$ cat src/design/alu_ops_pkg.sv
// ==========================================================
// Operation, size and command types of the integer ALU.
// Codes 5'h15 and up are unused and give don't-care results.
// ==========================================================

package alu_ops_pkg;

    typedef enum logic [4:0] {
        ADD   = 5'h00, ADDX  = 5'h01, SUB   = 5'h02, SUBX  = 5'h03,
        CMP   = 5'h04, NEG   = 5'h05, NEGX  = 5'h06,                 // Arithmetic
        CLR   = 5'h07, MOVE  = 5'h08, TST   = 5'h09,                 // Moves
        AND_B = 5'h0A, OR_B  = 5'h0B, EOR   = 5'h0C, NOT_B = 5'h0D,  // Logic
        BTST  = 5'h0E, BCHG  = 5'h0F, BCLR  = 5'h10, BSET  = 5'h11,  // Single bit
        ABCD  = 5'h12, SBCD  = 5'h13, NBCD  = 5'h14                  // Packed BCD
    } alu_op_t;

    typedef enum logic [1:0] {
        BYTE = 2'b00,
        WORD = 2'b01,
        LONG = 2'b10
    } op_size_t;

    // Command word, 16 bits
    typedef struct packed {
        alu_op_t    op;
        op_size_t   size;
        logic [3:0] cond;     // Condition field of the instruction word
        logic [4:0] bit_pos;  // Bit number for BTST/BCHG/BCLR/BSET
    } alu_cmd_t;

    typedef struct packed {
        logic [31:0] op1;  // Source
        logic [31:0] op2;  // Destination
    } operands_t;

endpackage

$ cat src/design/ccr_pkg.sv
// ==========================================================
// Condition code definitions shared by the execution units.
// Flag order matches the low five bits of the 68k status reg.
// ==========================================================

package ccr_pkg;

    typedef struct packed {
        logic x;
        logic n;
        logic z;
        logic v;
        logic c;
    } flags_t;

    // Bit positions inside flags_t
    localparam int FLAG_X = 4;
    localparam int FLAG_N = 3;
    localparam int FLAG_Z = 2;
    localparam int FLAG_V = 1;
    localparam int FLAG_C = 0;

    // Decimal adjust
    localparam logic [3:0] BCD_DIGIT_MAX  = 4'd9;
    localparam logic [3:0] BCD_CORRECTION = 4'd6;

    // What each execution unit hands back
    typedef struct packed {
        logic [31:0] result;
        flags_t      flags;
    } unit_out_t;

endpackage

$ cat src/design/alu_core.sv
// ==========================================================
// Integer ALU top level with init/req/ack handshake.
// Result is valid one cycle after req rises; init must not
// be pulsed while busy is high.
// ==========================================================
`timescale 1ns/1ps

module alu_core (
    input  logic                   CLK,
    input  logic                   reset,
    input  logic                   init,
    input  logic                   load_op1,
    input  logic                   load_op2,
    input  logic [31:0]            op1_in,
    input  logic [31:0]            op2_in,
    input  alu_ops_pkg::alu_cmd_t  cmd_in,
    input  logic                   ack,
    input  logic                   cc_update,
    output logic                   busy,
    output logic                   req,
    output logic [31:0]            result,
    output ccr_pkg::flags_t        ccr,
    output logic                   cond
);

    alu_ops_pkg::alu_cmd_t  cmd;
    alu_ops_pkg::operands_t operands;
    ccr_pkg::unit_out_t     int_out;
    ccr_pkg::unit_out_t     bcd_out;
    ccr_pkg::flags_t        flags;

    alu_sequencer alu_sequencer_i (
        .CLK      (CLK),
        .reset    (reset),
        .init     (init),
        .load_op1 (load_op1),
        .load_op2 (load_op2),
        .op1_in   (op1_in),
        .op2_in   (op2_in),
        .cmd_in   (cmd_in),
        .ack      (ack),
        .int_out  (int_out),
        .bcd_out  (bcd_out),
        .cmd      (cmd),
        .operands (operands),
        .busy     (busy),
        .req      (req),
        .result   (result),
        .flags    (flags)
    );

    integer_unit integer_unit_i (
        .cmd      (cmd),
        .operands (operands),
        .ccr      (ccr),
        .out      (int_out)
    );

    bcd_unit bcd_unit_i (
        .cmd      (cmd),
        .operands (operands),
        .ccr      (ccr),
        .out      (bcd_out)
    );

    ccr_unit ccr_unit_i (
        .CLK       (CLK),
        .reset     (reset),
        .ack       (ack),
        .cc_update (cc_update),
        .flags     (flags),
        .cond_code (cmd.cond),
        .ccr       (ccr),
        .cond      (cond)
    );

endmodule

$ cat src/design/alu_sequencer.sv
// ==========================================================
// Operand/command latches, busy/req handshake and the result
// register. Operands may be loaded before or with init.
// ==========================================================
`timescale 1ns/1ps

module alu_sequencer (
    input  logic                    CLK,
    input  logic                    reset,
    input  logic                    init,
    input  logic                    load_op1,
    input  logic                    load_op2,
    input  logic [31:0]             op1_in,
    input  logic [31:0]             op2_in,
    input  alu_ops_pkg::alu_cmd_t   cmd_in,
    input  logic                    ack,
    input  ccr_pkg::unit_out_t      int_out,
    input  ccr_pkg::unit_out_t      bcd_out,
    output alu_ops_pkg::alu_cmd_t   cmd,
    output alu_ops_pkg::operands_t  operands,
    output logic                    busy,
    output logic                    req,
    output logic [31:0]             result,
    output ccr_pkg::flags_t         flags
);

    logic [31:0]        op1_buf;
    logic [31:0]        op2_buf;
    logic               is_bcd;
    ccr_pkg::unit_out_t sel_out;
    ccr_pkg::unit_out_t out_q;

    // ==========================================================
    // Operand buffers and command latch
    // ==========================================================
    always_ff @(posedge CLK) begin
        if (load_op1)
            op1_buf <= op1_in;
        if (load_op2)
            op2_buf <= op2_in;
        if (init) begin
            cmd          <= cmd_in;
            operands.op1 <= load_op1 ? op1_in : op1_buf;  // Same-cycle load bypass
            operands.op2 <= load_op2 ? op2_in : op2_buf;
        end
    end

    // Handshake
    always_ff @(posedge CLK) begin
        if (reset) begin
            busy <= 1'b0;
            req  <= 1'b0;
        end else if (init) begin
            busy <= 1'b1;
            req  <= 1'b1;
        end else if (ack) begin
            busy <= 1'b0;
            req  <= 1'b0;
        end
    end

    // ==========================================================
    // Unit select and result register
    // ==========================================================
    assign is_bcd = (cmd.op == alu_ops_pkg::ABCD) || (cmd.op == alu_ops_pkg::SBCD) ||
                    (cmd.op == alu_ops_pkg::NBCD);
    assign sel_out = is_bcd ? bcd_out : int_out;

    always_ff @(posedge CLK) begin
        if (req)
            out_q <= sel_out;  // Operands are frozen, so value holds under back-pressure
    end

    assign result = out_q.result;
    assign flags  = out_q.flags;

endmodule

$ cat src/design/bcd_unit.sv
// ==========================================================
// Two-digit packed BCD add, subtract and negate.
// Byte only; digits above 9 on input give undefined results.
// ==========================================================
`timescale 1ns/1ps

module bcd_unit (
    input  alu_ops_pkg::alu_cmd_t  cmd,
    input  alu_ops_pkg::operands_t operands,
    input  ccr_pkg::flags_t        ccr,
    output ccr_pkg::unit_out_t     out
);

    always_comb begin
        logic [4:0] lo;
        logic [4:0] hi;
        logic       c_lo;
        logic       c_hi;
        logic [3:0] d_lo;
        logic [3:0] d_hi;
        logic [7:0] bcd;

        // Low digit, borrow shows up as a wrap above 9
        case (cmd.op)
            alu_ops_pkg::ABCD: lo = {1'b0, operands.op2[3:0]} + {1'b0, operands.op1[3:0]} +
                                    {4'd0, ccr.x};
            alu_ops_pkg::NBCD: lo = 5'd0 - {1'b0, operands.op2[3:0]} - {4'd0, ccr.x};
            default:           lo = {1'b0, operands.op2[3:0]} - {1'b0, operands.op1[3:0]} -
                                    {4'd0, ccr.x};
        endcase
        c_lo = (lo > {1'b0, ccr_pkg::BCD_DIGIT_MAX});

        // High digit takes the decimal carry of the low one
        case (cmd.op)
            alu_ops_pkg::ABCD: hi = {1'b0, operands.op2[7:4]} + {1'b0, operands.op1[7:4]} +
                                    {4'd0, c_lo};
            alu_ops_pkg::NBCD: hi = 5'd0 - {1'b0, operands.op2[7:4]} - {4'd0, c_lo};
            default:           hi = {1'b0, operands.op2[7:4]} - {1'b0, operands.op1[7:4]} -
                                    {4'd0, c_lo};
        endcase
        c_hi = (hi > {1'b0, ccr_pkg::BCD_DIGIT_MAX});

        if (cmd.op == alu_ops_pkg::ABCD) begin
            d_lo = lo[3:0] + (c_lo ? ccr_pkg::BCD_CORRECTION : 4'd0);
            d_hi = hi[3:0] + (c_hi ? ccr_pkg::BCD_CORRECTION : 4'd0);
        end else begin
            d_lo = lo[3:0] - (c_lo ? ccr_pkg::BCD_CORRECTION : 4'd0);
            d_hi = hi[3:0] - (c_hi ? ccr_pkg::BCD_CORRECTION : 4'd0);
        end
        bcd = {d_hi, d_lo};

        out.result = {24'h0, bcd};
        out.flags  = {c_hi, 1'b0, (bcd == 8'h00) & ccr.z, 1'b0, c_hi};  // N, V defined 0
    end

endmodule

$ cat src/design/ccr_unit.sv
// ==========================================================
// Condition code register (XNZVC) and the 68k condition test.
// Flags load only on ack with cc_update; cond is combinational.
// ==========================================================
`timescale 1ns/1ps

module ccr_unit (
    input  logic            CLK,
    input  logic            reset,
    input  logic            ack,
    input  logic            cc_update,
    input  ccr_pkg::flags_t flags,
    input  logic [3:0]      cond_code,
    output ccr_pkg::flags_t ccr,
    output logic            cond
);

    logic n_xor_v;

    always_ff @(posedge CLK) begin
        if (reset)
            ccr <= '0;
        else if (ack && cc_update)
            ccr <= flags;
    end

    // ==========================================================
    // Condition test
    // ==========================================================
    assign n_xor_v = ccr.n ^ ccr.v;

    always_comb begin
        case (cond_code)
            4'h0: cond = 1'b1;                  // T
            4'h1: cond = 1'b0;                  // F
            4'h2: cond = ~(ccr.z | ccr.c);      // HI
            4'h3: cond = ccr.z | ccr.c;         // LS
            4'h4: cond = ~ccr.c;                // CC
            4'h5: cond = ccr.c;                 // CS
            4'h6: cond = ~ccr.z;                // NE
            4'h7: cond = ccr.z;                 // EQ
            4'h8: cond = ~ccr.v;                // VC
            4'h9: cond = ccr.v;                 // VS
            4'hA: cond = ~ccr.n;                // PL
            4'hB: cond = ccr.n;                 // MI
            4'hC: cond = ~n_xor_v;              // GE
            4'hD: cond = n_xor_v;               // LT
            4'hE: cond = ~ccr.z & ~n_xor_v;     // GT
            default: cond = ccr.z | n_xor_v;    // LE
        endcase
    end

endmodule

$ cat src/design/integer_unit.sv
// ==========================================================
// Sized add/sub/compare/negate, logic, move and single-bit
// operations with 68k flag rules. Purely combinational.
// Bit number is used modulo 32 for every size.
// ==========================================================
`timescale 1ns/1ps

module integer_unit (
    input  alu_ops_pkg::alu_cmd_t  cmd,
    input  alu_ops_pkg::operands_t operands,
    input  ccr_pkg::flags_t        ccr,
    output ccr_pkg::unit_out_t     out
);

    function automatic logic [31:0] sign_ext(input logic [31:0] val,
                                             input alu_ops_pkg::op_size_t size);
        case (size)
            alu_ops_pkg::BYTE: sign_ext = {{24{val[7]}}, val[7:0]};
            alu_ops_pkg::WORD: sign_ext = {{16{val[15]}}, val[15:0]};
            default:           sign_ext = val;
        endcase
    endfunction

    always_comb begin
        logic [31:0] src;
        logic [31:0] dst;
        logic [31:0] a;
        logic [31:0] b;
        logic [31:0] arith;
        logic [31:0] raw;
        logic [31:0] res_se;
        logic        cin;
        logic        is_sub;
        logic        am;
        logic        bm;
        logic        rm;
        logic        zr;
        logic        c;
        logic        v;
        logic        bit_old;

        src = sign_ext(operands.op1, cmd.size);
        dst = sign_ext(operands.op2, cmd.size);

        // Arithmetic forms a +/- b +/- carry
        a      = dst;
        b      = src;
        cin    = 1'b0;
        is_sub = 1'b1;
        case (cmd.op)
            alu_ops_pkg::ADD:  is_sub = 1'b0;
            alu_ops_pkg::ADDX: begin
                is_sub = 1'b0;
                cin    = ccr.x;
            end
            alu_ops_pkg::SUBX: cin = ccr.x;
            alu_ops_pkg::NEG: begin
                a = 32'h0;
                b = dst;
            end
            alu_ops_pkg::NEGX: begin
                a   = 32'h0;
                b   = dst;
                cin = ccr.x;
            end
            default: ;
        endcase
        arith = is_sub ? (a - b - {31'd0, cin}) : (a + b + {31'd0, cin});

        bit_old = operands.op2[cmd.bit_pos];
        raw     = operands.op2;  // BTST and unused codes
        case (cmd.op)
            alu_ops_pkg::ADD, alu_ops_pkg::ADDX, alu_ops_pkg::SUB, alu_ops_pkg::SUBX,
            alu_ops_pkg::CMP, alu_ops_pkg::NEG, alu_ops_pkg::NEGX:
                raw = sign_ext(arith, cmd.size);
            alu_ops_pkg::CLR:   raw = 32'h0;
            alu_ops_pkg::MOVE:  raw = operands.op1;
            alu_ops_pkg::AND_B: raw = operands.op1 & operands.op2;
            alu_ops_pkg::OR_B:  raw = operands.op1 | operands.op2;
            alu_ops_pkg::EOR:   raw = operands.op1 ^ operands.op2;
            alu_ops_pkg::NOT_B: raw = ~operands.op2;
            alu_ops_pkg::BCHG:  raw[cmd.bit_pos] = ~bit_old;
            alu_ops_pkg::BCLR:  raw[cmd.bit_pos] = 1'b0;
            alu_ops_pkg::BSET:  raw[cmd.bit_pos] = 1'b1;
            default: ;
        endcase

        // Flags from the sized sign bits
        res_se = sign_ext(raw, cmd.size);
        rm = res_se[31];
        zr = (res_se == 32'h0);
        am = a[31];
        bm = b[31];
        if (is_sub) begin
            c = (bm & ~am) | (rm & bm) | (rm & ~am);  // Borrow
            v = (~am & bm & rm) | (am & ~bm & ~rm);
        end else begin
            c = (am & bm) | (~rm & am) | (~rm & bm);
            v = (am & bm & ~rm) | (~am & ~bm & rm);
        end

        out.result = raw;
        out.flags  = ccr;
        case (cmd.op)
            alu_ops_pkg::ADD, alu_ops_pkg::SUB, alu_ops_pkg::NEG:
                out.flags = {c, rm, zr, v, c};
            alu_ops_pkg::ADDX, alu_ops_pkg::SUBX, alu_ops_pkg::NEGX:
                out.flags = {c, rm, zr & ccr.z, v, c};  // Sticky Z across a chain
            alu_ops_pkg::CMP:
                out.flags = {ccr.x, rm, zr, v, c};
            alu_ops_pkg::CLR:
                out.flags = {ccr.x, 4'b0100};
            alu_ops_pkg::MOVE, alu_ops_pkg::TST, alu_ops_pkg::AND_B, alu_ops_pkg::OR_B,
            alu_ops_pkg::EOR, alu_ops_pkg::NOT_B:
                out.flags = {ccr.x, rm, zr, 2'b00};
            alu_ops_pkg::BTST, alu_ops_pkg::BCHG, alu_ops_pkg::BCLR, alu_ops_pkg::BSET:
                out.flags.z = ~bit_old;
            default: ;
        endcase
    end

endmodule

$ cat config.mk
export PLATFORM = sky130hd
export DESIGN_NAME = alu_core
export DESIGN_NICKNAME = d
export VERILOG_FILES = /design/src/design/alu_ops_pkg.sv /design/src/design/ccr_pkg.sv /design/src/design/alu_core.sv /design/src/design/alu_sequencer.sv /design/src/design/bcd_unit.sv /design/src/design/ccr_unit.sv /design/src/design/integer_unit.sv
export SDC_FILE = /design/constraint.sdc
export NUM_CORES = 1
export LEC_CHECK = 0
export BUFFER_PORTS_ARGS = -buffer_cell sky130_fd_sc_hd__clkbuf_2
export CORE_ASPECT_RATIO = 1.4
export CORE_UTILIZATION = 30
export DETAILED_ROUTE_END_ITERATION = 12
export SLEW_MARGIN = 20
export SYNTH_ARGS = -nofsm -noshare
export SYNTH_HDL_FRONTEND = slang
export SYNTH_SLANG_ARGS = --single-unit
export TNS_END_PERCENT = 30
$ cat constraint.sdc
create_clock -name CLK -period 7.3 [get_ports CLK]
set_input_delay 1.46 -clock CLK [delete_from_list [all_inputs] [get_ports CLK]]
set_output_delay 1.46 -clock CLK [all_outputs]
set_load 0.03 [all_outputs]
==> key figures, run 1 <==
Logic synthesis
  – Synth Net Count: 2,217
  – Gate Count Post-Synth: 1,990
  – Synth unique cells: 100
  – Post-synth EDFFs: 117
  – Sequential share of the synthesized area: 0.294
  – Yosys warnings: 0
  – Mean Syn Cell Area: 8.40 sq um
  – Mapped cell area: 16,700 sq um
  – Post-synth ARST share: 0
  – Synth Flop Type: edfxtp_1
  – Post-synthesis register bit count: 187

Route
  – Post-Route WL: 68.8 mm
  – Via/cell ratio: 5.85
  – TritonRoute pass-1 iters: 6
  – Iteration-0 DRC Markers: 1,632
  – Via count: 16,500
  – Routed len/inst: 24.4 um
  – DRC: 0
  – Post-DRT Antenna Nets: 0

Clocking
  – Worst-Skew Late Latency: 480 ps
  – Post-cts resize count: 0
  – Clk sinks: 187
  – CTS max path bufs: 2
  – Number of H-tree levels: 4
  – Clk pin slew, worst setup/hold paths: 90 ps
  – Cts hold-fix bufs: 0
  – CTS tree: done
  – Clk root buf: clkbuf_16
  – Setup Fix Bufs, Post-CTS: 0
  – Num CTS Buffers: 17

Worst setup path
  – Crit path cell chain: nor2_1, buf_4, nand3_2, buf_4, nand2_1, o21ai_0, ha_1, inv_1, ha_1, nand4_1, a311oi_1, nor3_2, o211ai_1, a21oi_1, a2111oi_4, or2_1, a31oi_1, a2bb2oi_1, nor4_1, a21o_1
  – CP endpoint kind: flop
  – Crit path launch type: flop
  – Crit-path max FO: 23
  – Worst setup path class: reg2reg
  – CP required: 7640 ps
  – CP max-delay cell: nor4_1
  – CP peak stage delay: 820 ps
  – Critical path arrival: 7050 ps

Place
  – Gp weighted congestion: 0.982
  – I/O Buffers: 126
  – Placed Instance Area: 18,200 sq um
  – Place WS: 699 ps
  – DP Cell Count: 2,787
  – DP Wirelength: 54.6 mm

Pwr
  – Leak: 7.46 nW
  – Peak VDD IR: 0.208 mV
  – Power per cell area: 252 nW/um^2

Final layout
  – Fillers: 5,837
  – Net total in the final layout: 2,305
  – Layout cells sized above 1: 0.159
  – Most common cell after layout, fill and taps aside: nand2_1
  – Commonest non-fill, non-tap cells in the layout: nand2_1, nor2_1, inv_1, o21ai_0, a21oi_1
  – Fin area: 18,800 sq um
  – Number of diodes: 0
  – Area growth syn-to-layout: 12.4%
  – Finished Layout Cells: 2,819

Floorplanning
  – Die H: 281 um
  – Core outline area: 55,100 sq um
  – Starting Density: 0.303
  – FP Rows: 102
  – DIE WIDTH: 201 um
  – Full die area: 56,700 sq um
  – IO Pins: 127

Timing
  – Final worst path period need: 6710 ps
  – Worst clock skew: 29.0 ps
  – Setup slack after layout: 590 ps
  – Final Hold Viols: 0
  – Slew Viols, Final: 0
  – Actual slew at the worst max-slew pin: 1100 ps
  – Period utilization: 0.919
  – RSZ-0062 raised after global routing: false
  – Max frequency: 149 MHz
  – Setup TNS: 0 ps
  – Setup violations, final: 0
  – Slew headroom: 0.268

Global routing
  – GRT overflow: 0
  – Vias in the first global route: 15,900
  – Overall global routing resource usage: 0.238
  – Pin count of the biggest net entering global routing: 61
  – First-pass GRT wire length: 102 mm
  – Antenna violations before repair: 0

Run
  – Max-Cap Viols: 0

Min path
  – Worst hold path type: reg2reg

Run status
  – Run status: complete, no violations
## area by class of cell
cell class | instances | area (sq um) | share of cell area
Sequential cell | 187 | 4920 | 0.262
Clock buffer | 19 | 453 | 0.0241
Timing Repair Buffer | 173 | 986 | 0.0525
Inverter | 138 | 518 | 0.0276
Clock inverter | 13 | 128 | 0.00680
Tap cell | 728 | 911 | 0.0485
Multi-Input combinational cell | 1561 | 10900 | 0.579
## worst max-delay path: cells and delay by family, from the launching register on
family	cells	cell delay (ps)
compound gates	8	2350
simple gates	7	2150
fa+ha+maj	2	830
flops	1	640
buf+inv	3	630
## routing by layer
layer  vias up  wire length (um)  global-route usage
li1       7549                 -                   -
met1      8007             27900               0.289
met2       784             33200               0.412
met3       161              3920              0.0210
met4         0              3850               0.134
met5         -                 0                   0
## stage by stage
| step | utilization | power (mW) | hold slack, ps |
|---|---|---|---|
| 2_1_floorplan | - | 3.00 | 447 |
| 3_3_place_gp | 0.330 | 3.75 | 452 |
| 3_5_place_dp | 0.330 | 3.75 | 461 |
| 4_1_cts | 0.341 | 4.71 | 478 |
| 5_1_grt | 0.341 | 5.00 | 492 |
| 6_report | 0.341 | 4.73 | 473 |
## flip-flops by register name, indices dropped and copies added (netlist names)
name,flops
alu_sequencer_i.result,32
alu_sequencer_i.busy,1
alu_sequencer_i.cmd,16
alu_sequencer_i.operands,64
alu_sequencer_i.op1_buf,32
alu_sequencer_i.flags,5
alu_sequencer_i.op2_buf,32
ccr_unit_i.ccr,5
## final timing paths
check / startpoint / cells past startpoint / end / slack (ps)
setup / recovery: alu_sequencer_i.cmd[14] / 20 / alu_sequencer_i.flags[2] / 590
hold / removal: alu_sequencer_i.op2_buf[6] / 1 / alu_sequencer_i.op2_buf[6] / 470
setup reg to reg: alu_sequencer_i.cmd[14] / 20 / alu_sequencer_i.flags[2] / 590
hold reg to reg: alu_sequencer_i.op2_buf[6] / 1 / alu_sequencer_i.op2_buf[6] / 470
## kinds of logic (layout without fill, tap and decap cells)
group	count (synthesis)	after routing	synth area share
AO/OA/AOI/OAI	620	620	0.250
multiplexers	96	96	0.0689
adder cells (fa/ha/maj)	141	141	0.112
XOR/XNOR	50	50	0.0262
flip-flops	187	187	0.294
AND/OR/NAND/NOR	654	654	0.191
buffers and inverters	242	343	0.0571
## power breakdown
group	internal (mW)	total, mW	switching, mW
Combinational	0.883	2.42	1.54
Clock	0.469	0.944	0.475
Sequential	1.25	1.37	0.118
## cells in the mapped netlist, types with 43 or more instances
library cell	number	area [sq um]
a21oi_1	130	651
clkbuf_1	63	236
dfxtp_1	70	1400
edfxtp_1	117	3510
ha_1	126	1580
inv_1	137	514
mux2_2	72	811
nand2_1	200	751
nand3_1	45	225
nor2_1	171	642
nor3_1	43	215
o21ai_0	137	686
Note: power is estimated with default switching activity, not from simulation.
==> run 2: changes to the inputs <==
- GPL_TIMING_DRIVEN: not set -> 0
==> key figures, run 2 (same netlist as run 1, synthesis figures left out) <==
Run status
  – Run status: complete, no violations

Timing
  – Period utilization: 0.987
  – Worst clock skew: 31.5 ps
  – Final Hold Viols: 0
  – Hold_ws: 474 ps
  – Actual slew at the worst max-slew pin: 1150 ps
  – Slew Viols, Final: 0
  – Setup TNS: 0 ps
  – Setup violations, final: 0
  – Slew headroom: 0.231
  – Max frequency: 139 MHz
  – Final worst path period need: 7210 ps
  – RSZ-0062 raised after global routing: false

Pwr
  – Sequential power share: 0.285
  – Psw: 2.17 mW
  – Power per cell area: 254 nW/um^2
  – Comb pwr share: 0.513
  – Peak VDD IR: 0.189 mV
  – Internal power: 2.62 mW
  – Leak: 7.44 nW
  – Sw frac: 0.453
  – Clock share of power: 0.203

Floorplanning
  – FP Rows: 102
  – Die H: 281 um
  – Core outline area: 55,100 sq um
  – Starting Density: 0.303
  – Full die area: 56,700 sq um
  – DIE WIDTH: 201 um
  – IO Pins: 127

Global routing
  – Met3 Usage GRT: 0.0313
  – Pin count of the biggest net entering global routing: 59
  – First-pass GRT wire length: 107 mm
  – GRT busiest layer: met2
  – Met1 Use GR: 0.294
  – Grt met2 use: 0.448
  – Overall global routing resource usage: 0.257
  – Vias in the first global route: 16,300
  – GRT overflow: 0
  – Antenna violations before repair: 0

Route
  – Routed len/inst: 25.8 um
  – Post-Route WL: 74.2 mm
  – Post-DRT Antenna Nets: 0
  – TritonRoute pass-1 iters: 7
  – Via count: 16,800
  – Iteration-0 DRC Markers: 1,747
  – DRC: 0
  – Via/cell ratio: 5.84

Final layout
  – Final core utilization: 0.343
  – Finished Layout Cells: 2,874
  – Max FFs per register: 64
  – Most common cell after layout, fill and taps aside: nand2_1
  – Biggest register: alu_sequencer_i.operands
  – Commonest non-fill, non-tap cells in the layout: nand2_1, nor2_1, inv_1, o21ai_0, a21oi_1
  – Net total in the final layout: 2,360
  – Fin area: 18,900 sq um
  – Number of diodes: 0
  – Layout cells sized above 1: 0.144
  – Area growth syn-to-layout: 13.1%

Clocking
  – CTS tree: done
  – Clk root buf: clkbuf_16
  – Worst-Skew Late Latency: 480 ps
  – Clk pin slew, worst setup/hold paths: 80 ps
  – CTS max path bufs: 2
  – Number of H-tree levels: 4
  – Num CTS Buffers: 17
  – Clk sinks: 187

Worst setup path
  – Critical path arrival: 7380 ps
  – FF-to-FF End: alu_sequencer_i.flags[4]
  – Worst setup endpoint: alu_sequencer_i.flags[4]
  – Worst setup path class: reg2reg
  – Crit-path max FO: 10
  – Worst reg2reg path startpoint: alu_sequencer_i.cmd[12]
  – Reg2Reg Setup Slack: 90 ps
  – CP endpoint kind: flop
  – Crit path launch type: flop
  – CP required: 7470 ps
  – R2R depth: 20
  – Critical path origin: alu_sequencer_i.cmd[12]

Place
  – I/O Buffers: 124
  – DP Cell Count: 2,843
  – DP Wirelength: 59.7 mm
  – Placed Instance Area: 18,300 sq um
  – Gp weighted congestion: 1.00

Min path
  – Worst hold path type: reg2reg

Run
  – Max-Cap Viols: 0
[run 2: cell types whose count changed in the layout (fill, tap and decap cells not counted), moves of 3 or more]
cell | previous run | this run
clkbuf_1 | 0 | 61
buf_4 | 48 | 3
buf_2 | 0 | 22
buf_1 | 0 | 14
inv_8 | 1 | 5
inv_6 | 4 | 1
[run 2: metal layers]
metal | share of wire | wire length [um]
met5 | 0 | 0
met4 | 0.071 | 5240
met3 | 0.055 | 4060
met2 | 0.49 | 36000
met1 | 0.39 | 28800
[run 2: final cells by class]
cell class | count | area [sq um]
Tap cell | 728 | 911
Fill cell | 5866 | 36200
Clock buffer | 18 | 429
Clock inverter | 14 | 174
Multi-Input combinational cell | 1561 | 10900
Inverter | 138 | 518
Buffer | 102 | 432
Sequential cell | 187 | 4920
Timing Repair Buffer | 126 | 671
[run 2: power by group through the flow]
stage | Clock, mW | Sequential (mW) | Combinational, mW
floorplan | 0 | 1.38 | 1.62
global placement | 0 | 1.39 | 2.36
detailed placement | 0 | 1.39 | 2.38
CTS | 0.995 | 1.36 | 2.40
global route | 1.03 | 1.37 | 2.65
finish | 0.972 | 1.37 | 2.46
[run 2: how the worst min path moves through the flow]
stage,from,to,cells past startpoint
finish,alu_sequencer_i.op1_buf[21],alu_sequencer_i.op1_buf[21],1
global route,alu_sequencer_i.op1_buf[16],alu_sequencer_i.op1_buf[16],1
CTS,alu_sequencer_i.op2_buf[26],alu_sequencer_i.op2_buf[26],1
detailed placement,alu_sequencer_i.op2_buf[26],alu_sequencer_i.op2_buf[26],1
global placement,alu_sequencer_i.op1_buf[0],alu_sequencer_i.op1_buf[0],1
floorplan,alu_sequencer_i.op1_buf[0],alu_sequencer_i.op1_buf[0],1
[run 2: critical path, cell delays in order (launching register included)]
cell and delay (ps):
edfxtp_1 380, buf_4 180, xor2_1 450, and3_1 560
clkbuf_1 640, o22ai_1 300, ha_1 410, inv_1 190
ha_1 270, clkbuf_1 200, a2111oi_1 540, o21ai_0 270
a31o_2 290, a21oi_1 360, mux2_2 390, a41o_1 210
nor2_1 260, nand3_1 240, a31o_1 230, o22ai_1 320
a21oi_1 210
[run 2: repair_timing]
action,4_1_cts,5_1_grt
setup endpoints to repair,1,7
gates resized for setup,2,4
pin swaps,0,1
setup buffers,0,1
hold buffers,0,0
[run 2: metrics by stage]
stage               total power, mW  setup WS (ps)
floorplan                      3.00           1600
global placement               3.75           -211
detailed placement             3.76           -162
CTS                            4.76           2.31
global route                   5.06           7.72
finish                         4.80           91.4
